===== src/design/mem_scan_pkg.sv =====
// ----------------------------------------------------------------------
// Shared sizes and request types for the scanned memory block.
// Import with a wildcard in the module header of each user.
// ----------------------------------------------------------------------

package mem_scan_pkg;

    localparam int data_w    = 32;                 // memory word width
    localparam int be_w      = data_w / 8;         // one enable per byte
    localparam int mem_depth = 256;                // words in the memory
    localparam int addr_w    = $clog2(mem_depth);  // word address bits
    localparam int len_w     = addr_w + 1;         // full-memory count fits

    // port A request from the host, sampled on every clock edge
    typedef struct packed {
        logic              en;     // access strobe
        logic [be_w-1:0]   be;     // byte write enables, zero for pure read
        logic [addr_w-1:0] addr;   // word address
        logic [data_w-1:0] wdata;  // write data, lanes picked by be
    } host_req_t;

    // scan command, valid together with the start pulse
    typedef struct packed {
        logic [addr_w-1:0] base;   // first word read
        logic [len_w-1:0]  len;    // words to read, zero allowed
    } scan_cmd_t;

endpackage


===== src/design/addr_counter.sv =====
// ----------------------------------------------------------------------
// Port B address counter. Loaded with base and length at scan start,
// advances with wrap on each step and flags the last and empty counts.
// ----------------------------------------------------------------------
`timescale 1ns/10ps

module addr_counter import mem_scan_pkg::*; (
    input  logic              clk,
    input  logic              rst_n,
    input  logic              load,   // take base and len from cmd
    input  scan_cmd_t         cmd,
    input  logic              step,   // one word read this cycle
    output logic [addr_w-1:0] addr,   // current port B address
    output logic              last,   // one word remains
    output logic              empty   // no words remain
);

    logic [addr_w-1:0] addr_q;
    logic [len_w-1:0]  remain_q;  // words still to read

    always_ff @(posedge clk) begin
        if (!rst_n) begin
            addr_q   <= '0;
            remain_q <= '0;
        end else if (load) begin
            addr_q   <= cmd.base;
            remain_q <= cmd.len;
        end else if (step) begin
            addr_q   <= addr_q + 1'b1;    // wraps past the top word
            remain_q <= remain_q - 1'b1;
        end
    end

    assign addr  = addr_q;
    assign last  = (remain_q == len_w'(1));
    assign empty = (remain_q == '0);

    // the sequencer must stop stepping once the run is used up
    a_no_overstep: assert property (
        @(posedge clk) disable iff (!rst_n)
        step |-> !empty
    ) else $error("step with empty count at addr %0h", addr_q);

endmodule


===== config.mk =====
export PLATFORM = sky130hd
export DESIGN_NAME = addr_counter
export DESIGN_NICKNAME = d
export VERILOG_FILES = /design/src/design/mem_scan_pkg.sv /design/src/design/addr_counter.sv
export SDC_FILE = /design/constraint.sdc
export NUM_CORES = 1
export LEC_CHECK = 0
export BUFFER_PORTS_ARGS = -buffer_cell sky130_fd_sc_hd__buf_2
export CORE_MARGIN = 1
export CORE_UTILIZATION = 50
export CTS_CLUSTER_DIAMETER = 80
export DETAILED_ROUTE_END_ITERATION = 16
export PLACE_DENSITY = 0.8
export SYNTH_ARGS = -nofsm -noshare
export SYNTH_HDL_FRONTEND = slang
export SYNTH_SLANG_ARGS = --single-unit

===== constraint.sdc =====
create_clock -name clk -period 2.9 [get_ports clk]
set_input_delay 0.58 -clock clk [delete_from_list [all_inputs] [get_ports clk]]
set_output_delay 0.58 -clock clk [all_outputs]
set_load 0.01 [all_outputs]

==> out/qor_table.md <==
| Item | This run |
|---|---|
| Highest Clock Rate | 435.0 MHz |
| Inserted Diodes | 0 |
| Max Transition Viols Final | 0 |
| Number of buffers inserted by hold repair at cts | 0 |
| Setup total negative slack | 0 ns |
| Num ports | 31 |
| Post CTS Setup Buffer Count | 0 |
| Required time of the critical path | 2.32 ns |
| Maximum fanout along the worst path | 6 |
| Ratio of cells with drive above 1 in the final layout | 25.95% |
| Clock tree from TritonCTS | yes |
| Number of port buffers | 30 |
| Relative contribution of sequential cells to total power | 54.7% |
| Critical path class | register to output pin |
| Detail Route Antenna Nets | 0 |
| H-tree level count | 1 |
| DRC marker count from the first detailed-route iteration | 10 |
| PostCTS Resize Cnt | 0 |
| CTS Buffer Depth | 2 |
| Detail Placement HPWL | 1.279 mm |
| Max-cap viol count | 0 |
| Combinational Power Share | 19.6% |
| Post-synthesis sequential area ratio | 38.10% |
| Arrival time worst endpoint | 1.72 ns |
| Clk Latency, worst-skew pair | 0.29 ns |
| Status | completed |
| Area share of the largest cell type after synthesis | 38.10% |
| Post-Syn Area | 893.4 um2 |
| Min setup slack post-route | 0.6013 ns |
| Library cell occupying the most area in the post-synthesis netlist | dfxtp_1 |
| First-pass GRT wire length | 3.194 mm |
| Maximum clock skew at final layout | 0.0004485 ns |
| Synth area leaders | dfxtp_1 38%, o21ai_0 8.4%, o211a_1 5.6% |
| Cell Rows | 14 |
| Kind of end point of the critical path | output pin |
| Final number of hold-violating endpoints | 0 |
| Pin slew with the least headroom to its limit | 0.7338 ns |
| Share of the cycle needed by the critical path after routing | 79.27% |
| Nets in the synthesized netlist | 126 |
| Clock-pin slew on the worst setup and hold paths | 0.10 ns |
| Leftover overflow at the end of global routing | 0 |
| Number of clock sinks | 17 |
| Classification of the worst-slack hold path | register to register |
| Count of mapped cells out of synthesis | 102 |
| Setup repair after global routing missed its margin | no |
| Element type at the critical path start | register |
| CORE AREA | 0.001594 mm2 |
| Power Dens Cells | 464.9 mW/mm2 |
| Die Y-Extent | 44.27 um |
| Remaining design rule violation count | 0 |
| Worst-case vdd ir drop | 0.3248 mV |
| Pre-CTS worst setup slack | 0.9100 ns |
| Largest net degree at the start of global routing | 30 |
| Initial cell density of the core | 56.04% |
| Total net switching power | 0.1465 mW |
| Final Routed Wirelength | 1.814 mm |
| Initial antenna violation count | 0 |
| Clock share of power | 25.7% |
| Clock buffers created by TritonCTS | 3 |
| GR Util All Layers | 21.61% |
| Detailed-route via count | 857 |
| Share of total power consumed by net switching | 29.18% |
| Post-synthesis average cell area | 8.758 um2 |
| Clock root buffer master | clkbuf_4 |
| Number of warning messages in the yosys log | 0 |
| Total die area | 0.001960 mm2 |
| Horizontal extent of the die | 44.27 um |
| Number of global-route vias before repair | 742 |
| Final weighted congestion in routability-driven placement | 0.8434 |
| Number of nets in the layout | 156 |
| Power Internal | 0.3555 mW |
| Leakage power of the design | 0.4815 nW |
| Final Critical Period | 2.299 ns |
| Routed via count divided by cell count | 5.529 |
| Detail-routed net length per standard cell | 11.70 um |
| Relative slew slack | 51.03% |
| Count of endpoints failing setup in the final report | 0 |
| Post-synth cell types | 26 |
| P&R area growth vs syn | 20.87% |
| Number of search-and-repair iterations in the first detailed-routing pass | 6 |
| FF+latch count, synth | 17 |
[cell type report]
type	count	area [um2]
Timing Repair Buffer	30	150.1
Multi-Input combinational cell	77	521.8
Fill cell	134	514.2
Tap cell	24	30.03
Clock buffer	4	26.28
Inverter	3	11.26
Sequential cell	17	340.3
[cells in the mapped netlist]
cell type	number
nand2_1	7
or4_1	3
buf_2	1
dfxtp_1	17
a21oi_1	5
xor2_1	4
nor4_1	1
nand4bb_1	1
ha_1	3
o211a_1	5
o21ai_0	15
o21a_1	1
and2_1	2
nand3_1	2
or3_1	5
clkbuf_1	4
xnor2_1	4
o211ai_1	1
o31ai_1	3
inv_1	3
nand4_1	4
nand2b_1	2
a31oi_1	6
or4b_4	1
mux2i_1	1
a21boi_0	1
[cells by family (layout without fill, tap and decap cells)]
group                    Yosys count  count (layout)  synth area share [%]
AO/OA/AOI/OAI                     37              37                 26.05
XOR/XNOR                           8               8                 7.842
adder cells (fa/ha/maj)            3               3                 4.202
multiplexers                       1               1                 1.120
flip-flops                        17              17                 38.10
AND/OR/NAND/NOR                   28              28                 19.19
buffers and inverters              8              37                 3.500
[final timing paths]
path	depth (start not counted)	end	start	slack [ns]
hold reg to reg	2	remain_q[6]$_SDFFE_PN0P_	remain_q[6]$_SDFFE_PN0P_	0.49
setup / recovery	4	empty	remain_q[4]$_SDFFE_PN0P_	0.60
setup reg to reg	3	remain_q[5]$_SDFFE_PN0P_	remain_q[0]$_SDFFE_PN0P_	1.32
hold / removal	2	remain_q[6]$_SDFFE_PN0P_	remain_q[6]$_SDFFE_PN0P_	0.49
[layer usage]
metal | part of all wire, % | GRT usage, % | wire length, um
met1 | 49 | 29.37 | 892
met2 | 45 | 34.71 | 816
met3 | 5.2 | 3.673 | 94
met4 | 0.61 | 7.273 | 11
met5 | 0 | 0 | 0
[worst max-delay path: stages, from the launching register on]
cell,delay (ns)
dfxtp_1,0.36
or4_1,0.56
nor4_1,0.22
and2_1,0.17
buf_2,0.12
[placed cells by master, fill, tap and decap left out, types with 2 or more instances in the layout]
cell type and instances:
o211a_1 5, xnor2_1 4, a21oi_1 5, nand3_1 2, dfxtp_1 17, o31ai_1 3
or3_1 5, nand4_1 4, inv_1 3, o21ai_0 15, nand2_1 7, or4_1 3
a31oi_1 6, xor2_1 4, and2_1 2, ha_1 3, nand2b_1 2, buf_2 30
clkbuf_4 3
[power groups by stage]
stage | sequential, mW | clock (mW) | combinational, mW
global placement | 0.278 | 0 | 0.0963
global route | 0.278 | 0.143 | 0.112
floorplan | 0.279 | 0 | 0.0629
detailed placement | 0.279 | 0 | 0.0985
finish | 0.275 | 0.129 | 0.0984
CTS | 0.274 | 0.130 | 0.0989
[stage by stage]
stage	instance area, um2	total power, mW	utilization (%)	std cells	hold slack [ns]
final	1080	0.5020	67.74	155	0.4888
after global routing	1080	0.5333	67.74	155	0.4947
after CTS	1080	0.5033	67.74	155	0.4886
after detailed placement	1054	0.3777	66.09	151	0.4739
after global placement	1054	0.3743	66.09	151	0.4768
after floorplan	893.4	0.3416	-	102	0.4453
[state kept, by name (all words and copies together) (netlist names)]
| register | count |
|---|---|
| remain_q | 9 |
| addr | 8 |
Note: power is estimated with default switching activity, not from simulation.
