==> config.mk <==
export PLATFORM = sky130hd
export DESIGN_NAME = sum_accum
export DESIGN_NICKNAME = d
export VERILOG_FILES = /design/src/design/mem_scan_pkg.sv /design/src/design/sum_accum.sv
export SDC_FILE = /design/constraint.sdc
export NUM_CORES = 1
export LEC_CHECK = 0
export BUFFER_PORTS_ARGS = -buffer_cell sky130_fd_sc_hd__buf_2
export CELL_PAD_IN_SITES_DETAIL_PLACEMENT = 0
export CELL_PAD_IN_SITES_GLOBAL_PLACEMENT = 1
export CORE_MARGIN = 2
export CORE_UTILIZATION = 25
export DETAILED_ROUTE_END_ITERATION = 8
export HOLD_SLACK_MARGIN = 0.15
export PLACE_DENSITY = 0.6
export SKIP_CTS_REPAIR_TIMING = 1
export SYNTH_ARGS = -nofsm -noshare
export SYNTH_HDL_FRONTEND = slang
export SYNTH_SLANG_ARGS = --single-unit
==> constraint.sdc <==
create_clock -name clk -period 2.4 [get_ports clk]
set_input_delay 0 -clock clk [delete_from_list [all_inputs] [get_ports clk]]
set_output_delay 0 -clock clk [all_outputs]
set_load 0.02 [all_outputs]
==> src/design/mem_scan_pkg.sv <==
// ----------------------------------------------------------------------
// Shared sizes and request types for the scanned memory block.
// Import with a wildcard in the module header of each user.
// ----------------------------------------------------------------------

package mem_scan_pkg;

    localparam int data_w    = 32;                 // memory word width
    localparam int be_w      = data_w / 8;         // one enable per byte
    localparam int mem_depth = 256;                // words in the memory
    localparam int addr_w    = $clog2(mem_depth);  // word address bits
    localparam int len_w     = addr_w + 1;         // full-memory count fits

    // port A request from the host, sampled on every clock edge
    typedef struct packed {
        logic              en;     // access strobe
        logic [be_w-1:0]   be;     // byte write enables, zero for pure read
        logic [addr_w-1:0] addr;   // word address
        logic [data_w-1:0] wdata;  // write data, lanes picked by be
    } host_req_t;

    // scan command, valid together with the start pulse
    typedef struct packed {
        logic [addr_w-1:0] base;   // first word read
        logic [len_w-1:0]  len;    // words to read, zero allowed
    } scan_cmd_t;

endpackage

==> src/design/sum_accum.sv <==
// ----------------------------------------------------------------------
// Checksum accumulator. Cleared at scan start, adds every valid port B
// word, wraps modulo 2^32. The sum holds until the next clear.
// ----------------------------------------------------------------------
`timescale 1ns/10ps

module sum_accum import mem_scan_pkg::*; (
    input  logic              clk,
    input  logic              rst_n,
    input  logic              clear,  // start of a new scan
    input  logic              valid,  // data carries a scanned word
    input  logic [data_w-1:0] data,
    output logic [data_w-1:0] sum     // running checksum
);

    logic [data_w-1:0] sum_q;
    logic [data_w-1:0] sum_nxt;

    // add path, carry out dropped for modulo wrap
    assign sum_nxt = sum_q + data;

    always_ff @(posedge clk) begin
        if (!rst_n) begin
            sum_q <= '0;
        end else if (clear) begin
            sum_q <= '0;          // never overlaps valid in a scan
        end else if (valid) begin
            sum_q <= sum_nxt;
        end
    end

    assign sum = sum_q;  // stable after done

endmodule

==> metrics.md <==
| Metric | Value |
|---|---|
| # DRC | 1 |
| Total track usage | 0.148 |
| H-tree levels | 2 |
| Final count of hold timing violations | 0 |
| Worst Tran Pin Value | between 0.7 and 0.8 ns |
| Sequential area share after synthesis | 0.214 |
| Worst reg2reg path depth | 10 |
| Critical Path AT | about 2.6 ns |
| Starting DRT DRC Count | roughly 160 |
| Pint | 0.00126 W |
| Core Util, Final | 0.350 |
| Layout fillers | 1224 |
| Inserted Diodes | 0 |
| Clock group share of total power | 0.356 |
| Max reg flops | 32 |
| Critical path peak fanout | 3 |
| Worst skew pair latency | 0.28 ns |
| Dpl cell area | 3700 µm² |
| Final setup vio count | 0 |
| Clock Pin Slew Worst Setup and Hold Paths | 0.06 ns |
| CP required | 2.58 ns |
| Hold path cells | 4 |
| Minimum clock period | roughly 2.4 ns |
| Vias per Instance | 4.98 |
| Die Y | roughly 110 µm |
| IO buf count | 67 |
| CTS buffer count | 5 |
| Grt total ovfl | 0 |
| R2R setup slack | around 0.023 ns |
| Max Slew Vio Count | 0 |
| Period utilization | 0.990 |
| Die area | 12900 µm² |
| Slew HR | 0.493 |
| Syn nets | 439 |
| Syn-to-layout area delta | 35.4% |
| Synthesized area | 2990 µm² |
| Register area | 643 µm² |
| Critical path endpoint category | flip-flop |
| Syn avg cell area | approximately 8.1 µm² |
| 1st-pass router iterations | 6 |
| Initial antenna violation count | 0 |
| Comb power frac | 0.340 |
| GPL Wtd Cong | 0.851 |
| First-pass GRT wire length | 15300 µm |
| Final non-filler cell total | 611 |
| Flop and latch count out of synthesis | 32 |
| Yosys cell types | between 60 and 70 |
| Detail Placement HPWL | 7310 µm |
| Fin Clk Skew | 0.00418 ns |
| Share of layout cells above drive strength 1 | 0.342 |
| RR Endpoint | sum[28] |
| FF-to-FF Start | sum[0] |
| Dpl cells | 600 |
| Core area | 11600 µm² |
| Final wirelength | 9530 µm |
| # IOs | 68 |
| Finished Cell Area | 4050 µm² |
| Fmax | 421 MHz |
| Critical setup path kind | flip-flop to flip-flop |
| EDFF count, synth | 0 |
| Vias in the first global route | 3065 |
| Clock Sinks | 32 |
| Post-synth top flop | dfxtp_1 |
| Leakage | 1.90 nW |
| CTS tree | done |
| Nets | 535 |
| Switching Fraction | 0.340 |
| RSZ-0062 raised after global routing | true |
| Cells after Synth | approximately 370 |
| CTS Buffer Depth | 2 |
| Switch Pwr | 0.000647 W |
| Worst Hold Class | input port to flip-flop |
| Peak supply drop | 0.211 mV |
| Failing checks | design-rule violations |
| Vias after detailed routing | slightly above 3k |
| PwrDens | 470 nW/µm² |
| Multi-input gate area | 2380 µm² |
| Maxcap violations | 0 |
| Fraction of registers with async set/reset | 0 |
| Die X | 113 µm |
| Synth warn | 0 |
| Largest net degree at the start of global routing | 36 |
| Root Driver | clkbuf_16 |
| Status | finished with violations |
| Register share of total power | 0.304 |
| Hold EP | sum[9] |
| FP Rows | 39 |
| CP startpoint kind | flip-flop |
| Average routed wire per standard cell | 15.6 µm |
| HP Start | valid |
| Routed Antenna Nets | 0 |
| Starting Density | 0.259 |
-- kinds of logic after synthesis --
| group | after synthesis | share of synthesized area |
|---|---|---|
| buffers and inverters | 28 | 0.0469 |
| muxes | 19 | 0.0636 |
| and+or+nand+nor | 125 | 0.210 |
| DFF | 32 | 0.214 |
| AOI/OAI and AO/OA | 114 | 0.267 |
| xor gates and xnor gates | 21 | 0.0615 |
| adders and majority gates | 32 | 0.136 |
-- power groups by stage --
stage	clock network, W	logic (W)	registers [W]
global placement	0	0.000601	0.000588
detailed placement	0	0.000601	0.000589
finish	0.000678	0.000646	0.000578
global route	0.000715	0.000710	0.000582
floorplan	0	0.000369	0.000618
CTS	0.000692	0.000605	0.000578
-- area by class of cell --
cell class,instances,area share
Multi-Input combinational cell,311,0.589
Sequential cell,32,0.159
Clock inverter,2,0.00247
Inverter,6,0.00556
Tap cell,143,0.0442
Timing Repair Buffer,111,0.166
Clock buffer,6,0.0343
-- placed cells by master (no fill, tap or decap), types with 4 or more instances in the layout --
cell,synthesis,layout
clkbuf_16,0,5
ha_1,31,26
dfxtp_1,32,30
nand4_1,6,6
or3_1,5,5
o21ai_1,3,5
a21o_1,13,13
nand2_1,26,26
nor2_1,36,36
a31oi_1,6,5
inv_1,6,6
buf_4,0,42
nor2b_1,4,4
nand3_1,16,16
nor3_1,11,11
o211ai_1,4,4
mux2i_1,19,19
buf_2,5,67
xnor2_1,15,14
o21ai_0,19,15
a21oi_1,30,29
xor2_1,6,6
-- synthesized netlist by cell type, types with 2 or more instances --
cell       count  share of area
nand4_1        6          0.013
o21bai_1       3         0.0075
a21oi_2        3         0.0088
or3_1          5          0.010
nand2_1       26          0.033
a21o_1        13          0.033
a21o_2         2         0.0059
nor2_1        36          0.045
and4_2         2         0.0067
o21ai_0       19          0.032
o21ai_1        3         0.0050
inv_1          6         0.0075
buf_6          2         0.0075
nor2b_1        4         0.0084
buf_2          5         0.0084
a211oi_1       4          0.010
and3_1         3         0.0063
nand3_1       16          0.027
xnor2_1       15          0.044
ha_1          31           0.13
clkbuf_1      10          0.013
a31oi_1        6          0.013
dfxtp_1       32           0.21
a21boi_0       2         0.0050
clkbuf_2       3         0.0050
o211ai_1       4          0.010
nand4b_1       3         0.0088
a41oi_1        2         0.0059
and2_1         2         0.0042
a21oi_1       30          0.050
xor2_1         6          0.018
o21ai_2        2         0.0059
nor3_1        11          0.018
a31o_1         3         0.0088
o2111ai_1      2         0.0059
mux2i_1       19          0.064
-- per-stage QoR --
stage / TNS (ns) / hold slack, ns / setup slack, ns / power [W]
2_1_floorplan: -0.0454 / 0.284 / -0.0332 / 0.000986
3_3_place_gp: -0.0309 / 0.390 / -0.0237 / 0.00119
3_5_place_dp: -0.290 / 0.398 / -0.0887 / 0.00119
4_1_cts: -0.388 / 0.103 / -0.0927 / 0.00187
5_1_grt: -0.408 / 0.191 / -0.0898 / 0.00201
6_report: 0 / 0.145 / 0.0232 / 0.00190
-- layer usage --
metal,GRT usage,share of wire
met1,0.194,0.47
met4,0.0366,0.0080
met5,0,0
met3,0.0287,0.045
met2,0.250,0.48
-- critical path, cell delays in order (launching register included) --
cell and delay (ns):
dfxtp_2 0.33, ha_4 0.16, fa_2 0.33, a21o_1 0.21
a221oi_4 0.31, o21bai_4 0.11, a21bo_4 0.25, a21o_1 0.18
a21oi_2 0.13, mux2i_1 0.08, a31o_1 0.18
-- worst max-delay path by stage --
| stage | endpoint | start | depth (start not counted) |
|---|---|---|---|
| after floorplan | sum[30] | sum[0] | 10 |
| after global placement | sum[22] | sum[0] | 10 |
| after detailed placement | sum[22] | sum[0] | 10 |
| after CTS | sum[22] | sum[0] | 10 |
| after global routing | sum[28] | sum[0] | 10 |
| final | sum[28] | sum[0] | 10 |
Note: power is estimated with default switching activity, not from simulation.
